### src/design/cpuPkg.sv
package cpuPkg;

    typedef logic [31:0] wordT;

    // Z register, hi word on top
    typedef struct packed {
        wordT hi;
        wordT lo;
    } dwordT;

    typedef enum logic [4:0] {
        opAdd = 5'b00011,
        opSub = 5'b00100,
        opAnd = 5'b00101,
        opOr  = 5'b00110,
        opShr = 5'b00111,
        opShl = 5'b01000,
        opMul = 5'b01111,
        opDiv = 5'b10000,
        opNeg = 5'b10001,
        opNot = 5'b10010
    } opcodeT;

    // register format, three register fields
    typedef struct packed {
        opcodeT      opcode;
        logic [3:0]  ra;
        logic [3:0]  rb;
        logic [3:0]  rc;
        logic [14:0] unused;
    } rFormatT;

    // immediate format, constant is sign extended for Cout
    typedef struct packed {
        opcodeT      opcode;
        logic [3:0]  ra;
        logic [3:0]  rb;
        logic [18:0] imm;
    } iFormatT;

    typedef union packed {
        rFormatT rFormat;
        iFormatT iFormat;
    } instrT;

endpackage

### src/design/busPkg.sv
package busPkg;

    // one-hot strobes from the sequencer
    typedef struct packed {
        logic [15:0] regIn;
        logic [15:0] regOut;
        logic        pcIn;
        logic        pcOut;
        logic        incPc;   // pc + 4
        logic        marIn;
        logic        mdrIn;
        logic        mdrOut;
        logic        read;    // mdr takes memory data
        logic        irIn;
        logic        yIn;
        logic        zIn;     // also starts the alu
        logic        zLowOut;
        logic        zHighOut;
        logic        hiIn;
        logic        hiOut;
        logic        loIn;
        logic        loOut;
        logic        cOut;    // immediate of IR onto bus
    } ctrlT;

    typedef struct packed {
        logic busy;
        logic done;
    } statusT;

endpackage

### src/design/regFile.sv
`timescale 1ns/1ps

module regFile (
    input  logic         clk,
    input  logic         rstN,
    input  logic [15:0]  regIn,
    input  logic [15:0]  regOut,
    input  cpuPkg::wordT busIn,
    output cpuPkg::wordT readData
);

    cpuPkg::wordT regs [16];

    always_ff @(posedge clk) begin
        if (!rstN) begin
            for (int i = 0; i < 16; i++) begin
                regs[i] <= '0;
            end
        end else begin
            // every strobed register takes the bus
            for (int i = 0; i < 16; i++) begin
                if (regIn[i]) begin
                    regs[i] <= busIn;
                end
            end
        end
    end

    // one-hot read, zero when nothing selected
    always_comb begin
        readData = '0;
        for (int i = 0; i < 16; i++) begin
            if (regOut[i]) begin
                readData = readData | regs[i];
            end
        end
    end

endmodule

### src/design/arithUnit.sv
`timescale 1ns/1ps

module arithUnit (
    input  cpuPkg::wordT   opA,
    input  cpuPkg::wordT   opB,
    input  cpuPkg::opcodeT opcode,
    output cpuPkg::wordT   result
);

    logic [4:0] shAmt;

    assign shAmt = opB[4:0];   // low bits only

    always_comb begin
        case (opcode)
            cpuPkg::opAdd: begin
                result = opA + opB;
            end
            cpuPkg::opSub: begin
                result = opA - opB;
            end
            cpuPkg::opAnd: begin
                result = opA & opB;
            end
            cpuPkg::opOr: begin
                result = opA | opB;
            end
            cpuPkg::opShr: begin
                result = opA >> shAmt;   // logical
            end
            cpuPkg::opShl: begin
                result = opA << shAmt;
            end
            cpuPkg::opNeg: begin
                result = -opB;
            end
            cpuPkg::opNot: begin
                result = ~opB;
            end
            default: begin
                // mul and div come from the iterative unit
                result = '0;
            end
        endcase
    end

endmodule

### src/design/mulDivUnit.sv
`timescale 1ns/1ps

module mulDivUnit (
    input  logic          clk,
    input  logic          rstN,
    input  logic          start,
    input  logic          isDiv,
    input  cpuPkg::wordT  opA,
    input  cpuPkg::wordT  opB,
    output cpuPkg::dwordT result,
    output logic          finish
);

    logic         running;
    logic [4:0]   count;
    logic         load;

    logic         isDivR;
    logic         negRes;    // signs of operands differ
    logic         negRem;    // dividend negative
    logic         divZero;
    cpuPkg::wordT divisor;   // |opB|, multiplicand or divisor
    cpuPkg::wordT hiAcc;     // partial product high / remainder
    cpuPkg::wordT loAcc;     // multiplier bits / quotient bits

    cpuPkg::wordT magA;
    cpuPkg::wordT magB;
    logic [32:0]  addSum;
    cpuPkg::wordT remShift;
    logic [32:0]  subDiff;
    logic [63:0]  product;
    cpuPkg::wordT quot;
    cpuPkg::wordT rem;

    assign load = start && !running;

    assign magA = opA[31] ? -opA : opA;
    assign magB = opB[31] ? -opB : opB;

    // multiply step, add then shift right
    assign addSum = loAcc[0] ? {1'b0, hiAcc} + {1'b0, divisor} : {1'b0, hiAcc};

    // restoring divide step, remainder stays below divisor so bit 31 is free
    assign remShift = {hiAcc[30:0], loAcc[31]};
    assign subDiff  = {1'b0, remShift} - {1'b0, divisor};

    always_ff @(posedge clk) begin
        if (!rstN) begin
            running <= 1'b0;
            count   <= '0;
            finish  <= 1'b0;
        end else begin
            finish <= 1'b0;
            if (load) begin
                running <= 1'b1;
                count   <= '0;
            end else if (running) begin
                count <= count + 5'd1;
                if (count == 5'd31) begin
                    running <= 1'b0;
                    finish  <= 1'b1;
                end
            end
        end
    end

    always_ff @(posedge clk) begin
        if (load) begin
            isDivR  <= isDiv;
            negRes  <= opA[31] ^ opB[31];
            negRem  <= opA[31];
            divZero <= (opB == '0);
            divisor <= magB;
            hiAcc   <= '0;
            loAcc   <= magA;
        end else if (running) begin
            if (isDivR) begin
                if (!subDiff[32]) begin   // no borrow, keep difference
                    hiAcc <= subDiff[31:0];
                    loAcc <= {loAcc[30:0], 1'b1};
                end else begin
                    hiAcc <= remShift;
                    loAcc <= {loAcc[30:0], 1'b0};
                end
            end else begin
                hiAcc <= addSum[32:1];
                loAcc <= {addSum[0], loAcc[31:1]};
            end
        end
    end

    assign product = {hiAcc, loAcc};
    assign quot    = divZero ? '1 : (negRes ? -loAcc : loAcc);
    assign rem     = negRem ? -hiAcc : hiAcc;   // sign of dividend

    always_comb begin
        if (isDivR) begin
            result.hi = rem;
            result.lo = quot;
        end else begin
            result = negRes ? -product : product;
        end
    end

endmodule

### src/design/aluCore.sv
`timescale 1ns/1ps

module aluCore (
    input  logic           clk,
    input  logic           rstN,
    input  logic           start,
    input  cpuPkg::opcodeT opcode,
    input  cpuPkg::wordT   opA,
    input  cpuPkg::wordT   opB,
    output cpuPkg::dwordT  zValue,
    output busPkg::statusT status
);

    logic          busy;
    logic          done;
    logic          accept;
    logic          isMulDiv;
    logic          mdStart;
    logic          mdFinish;
    cpuPkg::wordT  arithResult;
    cpuPkg::dwordT mdResult;

    assign isMulDiv = (opcode == cpuPkg::opMul) || (opcode == cpuPkg::opDiv);
    assign accept   = start && !busy;   // zIn while busy is dropped
    assign mdStart  = accept && isMulDiv;

    arithUnit uArith (
        .opA    (opA),
        .opB    (opB),
        .opcode (opcode),
        .result (arithResult)
    );

    mulDivUnit uMulDiv (
        .clk    (clk),
        .rstN   (rstN),
        .start  (mdStart),
        .isDiv  (opcode == cpuPkg::opDiv),
        .opA    (opA),
        .opB    (opB),
        .result (mdResult),
        .finish (mdFinish)
    );

    always_ff @(posedge clk) begin
        if (!rstN) begin
            zValue <= '0;
            busy   <= 1'b0;
            done   <= 1'b0;
        end else begin
            done <= 1'b0;
            if (mdFinish) begin
                zValue <= mdResult;
                busy   <= 1'b0;
                done   <= 1'b1;
            end else if (accept) begin
                if (isMulDiv) begin
                    busy <= 1'b1;
                end else begin
                    zValue <= {{32{arithResult[31]}}, arithResult};
                    done   <= 1'b1;
                end
            end
        end
    end

    assign status.busy = busy;
    assign status.done = done;

endmodule

### src/design/datapath.sv
`timescale 1ns/1ps

module datapath (
    input  logic           clk,
    input  logic           rstN,
    input  busPkg::ctrlT   ctrl,
    input  cpuPkg::wordT   mDataIn,
    output cpuPkg::wordT   bus,
    output cpuPkg::wordT   mar,
    output busPkg::statusT status
);

    cpuPkg::wordT  pc;
    cpuPkg::wordT  mdr;
    cpuPkg::instrT ir;
    cpuPkg::wordT  y;
    cpuPkg::wordT  hi;
    cpuPkg::wordT  lo;
    cpuPkg::wordT  regData;
    cpuPkg::wordT  immExt;
    cpuPkg::dwordT zValue;

    regFile uRegs (
        .clk      (clk),
        .rstN     (rstN),
        .regIn    (ctrl.regIn),
        .regOut   (ctrl.regOut),
        .busIn    (bus),
        .readData (regData)
    );

    aluCore uAlu (
        .clk    (clk),
        .rstN   (rstN),
        .start  (ctrl.zIn),
        .opcode (ir.rFormat.opcode),
        .opA    (y),
        .opB    (bus),
        .zValue (zValue),
        .status (status)
    );

    assign immExt = {{13{ir.iFormat.imm[18]}}, ir.iFormat.imm};

    // one-hot bus mux, zero when idle
    always_comb begin
        bus = regData;
        if (ctrl.pcOut) begin
            bus = bus | pc;
        end
        if (ctrl.mdrOut) begin
            bus = bus | mdr;
        end
        if (ctrl.zLowOut) begin
            bus = bus | zValue.lo;
        end
        if (ctrl.zHighOut) begin
            bus = bus | zValue.hi;
        end
        if (ctrl.hiOut) begin
            bus = bus | hi;
        end
        if (ctrl.loOut) begin
            bus = bus | lo;
        end
        if (ctrl.cOut) begin
            bus = bus | immExt;
        end
    end

    always_ff @(posedge clk) begin
        if (!rstN) begin
            pc  <= '0;
            mar <= '0;
            mdr <= '0;
            ir  <= '0;
            y   <= '0;
            hi  <= '0;
            lo  <= '0;
        end else begin
            if (ctrl.pcIn) begin
                pc <= bus;
            end else if (ctrl.incPc) begin
                pc <= pc + 32'd4;
            end
            if (ctrl.marIn) mar <= bus;
            if (ctrl.mdrIn) begin
                mdr <= ctrl.read ? mDataIn : bus;   // memory read wins
            end
            if (ctrl.irIn) ir <= bus;
            if (ctrl.yIn) y <= bus;
            if (ctrl.hiIn) hi <= bus;
            if (ctrl.loIn) lo <= bus;
        end
    end

endmodule

### config.mk
export PLATFORM = sky130hd
export DESIGN_NAME = datapath
export DESIGN_NICKNAME = d
export VERILOG_FILES = /design/src/design/cpuPkg.sv /design/src/design/busPkg.sv /design/src/design/regFile.sv /design/src/design/arithUnit.sv /design/src/design/mulDivUnit.sv /design/src/design/aluCore.sv /design/src/design/datapath.sv
export SDC_FILE = /design/constraint.sdc
export NUM_CORES = 2
export LEC_CHECK = 0
export BUFFER_PORTS_ARGS = -buffer_cell sky130_fd_sc_hd__buf_2
export CAP_MARGIN = 20
export CELL_PAD_IN_SITES_DETAIL_PLACEMENT = 2
export CELL_PAD_IN_SITES_GLOBAL_PLACEMENT = 2
export CORE_ASPECT_RATIO = 1.75
export CORE_UTILIZATION = 41
export DETAILED_ROUTE_END_ITERATION = 7
export PLACE_DENSITY = 0.86
export SYNTH_ARGS = -nofsm -noshare
export SYNTH_HDL_FRONTEND = slang
export SYNTH_SLANG_ARGS = --single-unit
### constraint.sdc
create_clock -name clk -period 8.7 [get_ports clk]
set_input_delay 1.74 -clock clk [delete_from_list [all_inputs] [get_ports clk]]
set_output_delay 1.74 -clock clk [all_outputs]
set_load 0.01 [all_outputs]
=== Word-level counts from Yosys, hierarchy flattened ===
Memories as Yosys holds them, arrays and structs flattened.
Index checks and enable logic that the tools add are counted.

* Flip-flop bits (word level): 397
* Memory bits (writable): 512
* Bits of input ports: 83
* Output and inout port bits: 66
* Logic and storage cells: 223
* Memories: 1

{| class="wikitable"
|+ Memories
! memory !! depth !! width !! rd ports !! clocked after Yosys merged registers in !! wr ports !! RTL line !! source
|-
| uRegs.regs || 16 || 32 || 16 || 0 || 16 || regFile.sv:12 || <nowiki>cpuPkg::wordT regs [16];</nowiki>
|}

* $add $sub $neg: 11
* Eq/ne operators: 12
* Shift operators: 2
* Muxes and demuxes: 116
* Bitwise gates (word level): 44
* Reductions and logical operators: 15

{| class="wikitable"
|+ Operators by type and width
! cell !! number
|-
| $mux W32 || 51
|-
| $or A32 B32 Y32 || 23
|-
| $mux W64 || 5
|-
| $pmux W32 S8 || 1
|-
| $neg A32 Y32 || 4
|-
| $neg A64 Y64 || 1
|-
| $mux W1 || 57
|-
| $add A32 B32 Y33 || 1
|-
| $mux W33 || 1
|-
| $sub A32 B32 Y33 || 1
|-
| $add A32 B3 Y32 const B || 1
|-
| $add A32 B32 Y32 || 1
|-
| $and A32 B32 Y32 || 1
|-
| $logic_not A32 Y1 || 1
|-
| $not A32 Y32 || 1
|-
| $shl A32 B5 Y32 || 1
|-
| $shr A32 B5 Y32 || 1
|-
| $sub A32 B32 Y32 || 1
|-
| $mux W31 || 1
|-
| $eq A5 B3 Y1 const B || 4
|-
| $eq A5 B5 Y1 const B || 4
|-
| $or A1 B1 Y1 || 16
|-
| $eq A5 B4 Y1 const B || 2
|-
| $reduce_bool A2 Y1 || 3
|-
| other kinds (11) || 17
|}

=== Longest topological paths before layout ===
An unclocked memory read counts as a cell.

* Depth after elaboration: 51
* Depth in mapped cells: 30
* Mapped depth without buffers: 23

=== Cells and area by module ===
From an unflattened synthesis, not the netlist that was laid out.

* Cells, all modules: 5479
* Area total of the unflattened synthesis: 53862.9 sq um

{| class="wikitable"
|+ By module, submodules not included
! module !! instances !! cells an instance !! area an instance (sq um) !! seq. area each (sq um)
|-
| regFile || 1 || 1318 || 20918.8 || 15374.7
|-
| mulDivUnit || 1 || 1476 || 11619.9 || 2822.7
|-
| datapath || 1 || 1175 || 9668.0 || 4324.1
|-
| arithUnit || 1 || 1161 || 8568.2 || 0.0
|-
| aluCore || 1 || 349 || 3088.0 || 1321.3
|}

=== Worst setup path before layout ===
OpenSTA, ideal clock, no wires.

* Path kind: input port to flip-flop
* Start point: input ctrl[0] in the netlist's numbering
* End point: register uAlu.zValue[44] (netlist name)
* Data arrival time: 7.719 ns
* Setup slack: 0.860 ns
* Cell stages on the path: 30
* Path buffers: 7
* Cells stage by stage: buf_2 a22oi_1 nand2_1 or4_1 clkbuf_1 nor2_2 buf_2 buf_2 buf_2 buf_1 ha_1 nand3_1 nor3_1 nand2_1 or3_1 nand2_1 xnor2_1 ha_1 a21oi_1 o21ai_0 a31o_2 a21oi_1 o21ai_0 a41o_1 a31oi_1 nand2b_1 mux2i_2 o31ai_4 buf_6 a21oi_2

* Longest elaborated chain between the ends: 6
* Elaborated cells between the ends (all ways): 13
* Those cells by class: add/sub (3); shift (2); mux (5); bitwise (3)

{| class="wikitable"
|+ Ends and longest elaborated chain
! element !! RTL line !! source
|-
| from (decl) || datapath.sv:6 || <nowiki>input busPkg::ctrlT ctrl,</nowiki>
|-
| $mux W32 (*) || datapath.sv:66 || <nowiki>if (ctrl.cOut) begin</nowiki>
|-
| $neg A32 Y32 (tied with other cells) || arithUnit.sv:35 || <nowiki>result = -opB;</nowiki>
|-
| $pmux W32 S8 (*) || arithUnit.sv:15 || <nowiki>case (opcode)</nowiki>
|-
| $mux W64 (*) || aluCore.sv:57 || <nowiki>if (isMulDiv) begin</nowiki>
|-
| $mux W64 (*) || aluCore.sv:56 || <nowiki>end else if (accept) begin</nowiki>
|-
| $mux W64 (*) || aluCore.sv:52 || <nowiki>if (mdFinish) begin</nowiki>
|}

Mark *: on every way between the ends. The rest lies on a longest branch, timed or not. The select of a mux whose other input is x is not followed.
A chain may end at the register's enable or synchronous reset.

=== Worst setup path after layout ===
* Start point: input ctrl[0] in the netlist's numbering
* End point: register uAlu.zValue[30] (netlist name)

* Longest elaborated chain between the ends: 6
* Elaborated cells between the ends (all ways): 13
* Those cells by class: add/sub (3); shift (2); mux (5); bitwise (3)

{| class="wikitable"
|+ Ends and longest elaborated chain
! element !! RTL line
|-
| $mux W32 (*) || datapath.sv:66
|-
| $neg A32 Y32 (tied with other cells) || arithUnit.sv:35
|-
| $pmux W32 S8 (*) || arithUnit.sv:15
|-
| $mux W64 (*) || aluCore.sv:57
|-
| $mux W64 (*) || aluCore.sv:56
|-
| $mux W64 (*) || aluCore.sv:52
|}

Marks and branches as above.

==> flow_metrics.env <==
export IMPL_run_status="finished, violations left"
export IMPL_violations="design-rule violations"
export IMPL_antenna_found_initial=18
export IMPL_holdPathEnd="uAlu.busy"
export IMPL_power_mw=13.17
export IMPL_combPwrFrac_pct=25.7
export IMPL_cts_htree_levels=3
export IMPL_place_port_buffers=148
export IMPL_dr_total_vias=49970
export IMPL_hold_slack_ps=472.1
export IMPL_cts_resized=0
export IMPL_fin_worst_skew_ps=30.52
export IMPL_final_core_util_pct=46.24
export IMPL_die_h_um=466.9
export IMPL_synth_seq_cells=901
export IMPL_power_internal_mw=8.490
export IMPL_crit_reg2reg_launch="uAlu.zValue[32]"
export IMPL_ys_flop_type="edfxtp_1"
export IMPL_sw_frac_of_total_pct=35.53
export IMPL_ys_warn_count=0
export IMPL_post_cts_repair_setup_buffers=0
export IMPL_hold_violations=0
export IMPL_synthArstFlopShare_pct=0
export IMPL_grt_pass1_vias=52280
export IMPL_pwr_share_clk_pct=33.2
export IMPL_grtUsageTotal_pct=45.42
export IMPL_synth_area_leaders="edfxtp_1 34%, dfxtp_1 13%, a22oi_1 4.1%"
export IMPL_clock_latency_ps=740
export IMPL_dp_hpwl_um=192800
export IMPL_die_w_um=267.7
export IMPL_drive_gt1_share_pct=12.13
export IMPL_grt_max_degree=94
export IMPL_syn_nets=5422
export IMPL_rsz0062_at_grt="false"
export IMPL_hold_class="flop to flop"
export IMPL_r2r_cells=25
export IMPL_vdd_drop_max_v=0.0002132
export IMPL_crit_type="input port to flop"
export IMPL_finalCritPeriodShare_pct=88.55
export IMPL_final_antenna_net_count=0
export IMPL_remaining_drc_errors=12
export IMPL_p_sw_mw=4.679
export IMPL_synth_top_cell_area_share_pct=34.39
export IMPL_io_pins=149
export IMPL_finalSetupViolCount=0
export IMPL_die_area_um2=125000
export IMPL_fmax_ghz=0.1298
export IMPL_worstMarginPinSlew_ps=1374
export IMPL_drtIter0Drc=6659
export IMPL_r2r_end="uAlu.zValue[30]"
export IMPL_ctsHoldBuffers=0
export IMPL_netlist_area_um2=50640
export IMPL_cts_tree="built"
export IMPL_place_gp_congestion=1.036
export IMPL_p_seq_share_pct=41.1
export IMPL_nNetsFinal=5417
export IMPL_powerDensity_nw_per_um2=232.5
export IMPL_start_util_pct=41.33
export IMPL_slew_violations=0
export IMPL_gr_total_overflow=0
export IMPL_hold_depth=2
export IMPL_clk_pin_slew_ps=70
export IMPL_cts_inserted_buffers=90
export IMPL_grt_pass1_wl_um=400000
export IMPL_period_needed_ps=7704
export IMPL_netlist_instances=5221
export IMPL_yosysUniqueCellTypes=86
export IMPL_viasPerCell=7.204
export IMPL_r2r_slack_ps=1990
export IMPL_cap_viol_max_count=0
export IMPL_cp_start_kind="input port"
export IMPL_fp_row_count=170
export IMPL_power_leakage_nw=21.50
export IMPL_path_max_fanout=15
export IMPL_cp_end_kind="flop"
export IMPL_slew_headroom_pct=8.085
export IMPL_totalWireLength_um=290200
export IMPL_core_area_um2=122500
export IMPL_avgSynthCellArea_um2=9.699
export IMPL_arrival_ps=8330
export IMPL_seq_area_frac_synth_pct=47.08
export IMPL_drtPass1Iterations=8
export IMPL_clk_path_buf_depth=3
export IMPL_cts_sinks=901
export IMPL_cts_root_buf="clkbuf_16"
export IMPL_synth_top_area_cell="edfxtp_1"
export IMPL_min_from="uAlu.busy"
export IMPL_syn_to_final_growth_pct=11.86
export IMPL_tns_ps=0
export IMPL_wire_per_inst_um=41.84
export IMPL_synth_enable_flop_cells=580
export IMPL_worst_ep_required_time_ps=9320
==> cells in the final DEF, fill, tap and decap left out, types with 101 or more instances in the layout <==
| cell | n |
|---|---|
| a211oi_1 | 228 |
| a21oi_1 | 254 |
| a22oi_1 | 277 |
| and2_1 | 208 |
| and3_1 | 165 |
| buf_2 | 147 |
| buf_4 | 201 |
| dfxtp_1 | 320 |
| edfxtp_1 | 580 |
| ha_1 | 115 |
| inv_1 | 101 |
| mux2i_1 | 159 |
| nand2_1 | 375 |
| nand3_1 | 103 |
| nor2_1 | 465 |
| o21ai_0 | 277 |
| xnor2_1 | 212 |
==> worst max-delay path by stage <==
stage	cells past startpoint	slack, ps	endpoint	start
2_1_floorplan	30	860	uAlu.zValue[44]	ctrl[0]
3_3_place_gp	25	840	uAlu.zValue[47]	ctrl[3]
3_5_place_dp	26	640	uAlu.zValue[30]	ctrl[1]
4_1_cts	24	1240	uAlu.zValue[30]	ctrl[18]
5_1_grt	24	830	uAlu.zValue[30]	ctrl[18]
6_report	24	1000	uAlu.zValue[30]	ctrl[0]
==> power by group through the flow <==
stage                     Clock [mW]  Combinational (mW)  Sequential, mW
after floorplan                    0                2.14            5.21
after global placement             0                3.04            5.41
after detailed placement           0                3.21            5.45
after CTS                       4.34                3.27            5.38
after global routing            4.48                3.54            5.42
final                           4.37                3.38            5.42
==> state kept, by name, summed over array words and instances (netlist names), 5 cells and up <==
| register | flops |
|---|---|
| hi | 32 |
| ir | 24 |
| lo | 32 |
| mar | 32 |
| mdr | 32 |
| pc | 32 |
| uAlu.uMulDiv.count | 5 |
| uAlu.uMulDiv.divisor | 32 |
| uAlu.uMulDiv.hiAcc | 32 |
| uAlu.uMulDiv.loAcc | 32 |
| uAlu.zValue | 64 |
| uRegs.regs | 512 |
| y | 32 |
==> synthesized netlist by cell type (12+ instances only) <==
cell / count
a31o_2: 12
o221ai_1: 19
nand4_1: 57
nand2_1: 375
a221oi_1: 58
o31ai_1: 24
nor2_1: 467
and4_1: 12
edfxtp_1: 580
nand2b_1: 41
buf_2: 68
nor4_1: 13
a22o_1: 37
dfxtp_1: 321
a31oi_1: 33
and2_1: 209
buf_1: 46
a221o_1: 14
or3_1: 31
a21oi_1: 255
clkbuf_1: 340
o22ai_1: 14
a222oi_1: 41
o21a_1: 19
inv_1: 104
xnor2_1: 212
a21o_1: 51
ha_1: 115
a22oi_1: 277
mux2_2: 39
nor2b_1: 25
a211oi_1: 228
o21ai_0: 279
o211ai_1: 29
nor3_1: 89
xor2_1: 67
nor4_2: 13
o21bai_1: 17
mux2i_1: 159
or4_1: 13
and3_1: 165
nand3_1: 103
==> stage by stage <==
stage | instance area [um^2] | setup slack (ps) | cells
6_report | 56650 | 995.9 | 6936
5_1_grt | 56630 | 827.0 | 6927
4_1_cts | 56480 | 1243 | 6913
3_5_place_dp | 53360 | 640.2 | 6745
3_3_place_gp | 53310 | 843.3 | 6742
2_1_floorplan | 50640 | 859.5 | 5221
==> layer usage <==
metal	global-route usage, %	up-vias	wire, um
met4	43.31	10	32380
li1	-	19430	-
met5	0	-	59
met1	48.08	25150	94460
met2	72.43	3836	132900
met3	12.40	1545	30390
==> critical path, stage by stage <==
cell,delay (ps)
buf_2,280
a22oi_1,820
nand4_1,340
nor4_4,380
nand4_1,240
nor4_2,410
buf_4,240
nand2_1,150
nor2_1,150
buf_4,140
nor2_1,40
xnor2_1,210
ha_1,310
a21o_1,180
a21oi_1,240
nor2b_1,90
a211oi_1,220
o31ai_1,220
a221o_1,410
a221oi_1,460
o21ai_0,240
o21ai_0,310
xnor2_1,120
a221o_1,330
==> cells by family after synthesis <==
family	share of synthesized area (%)
simple gates	16.23
compound gates	20.37
flops	47.08
buf+inv	4.489
xor+xnor	4.825
mux	4.037
fa+ha+maj	2.960
==> cell type report <==
| type | instances | area (um^2) |
|---|---|---|
| Clock inverter | 37 | 462.9 |
| Sequential cell | 901 | 23840 |
| Fill cell | 12840 | 65870 |
| Tap cell | 1634 | 2044 |
| Inverter | 113 | 431.7 |
| Timing Repair Buffer | 364 | 2454 |
| Multi-Input combinational cell | 3746 | 24730 |
| Antenna cell | 10 | 25.02 |
| Clock buffer | 131 | 2659 |
(Power assumes the default switching activity.)
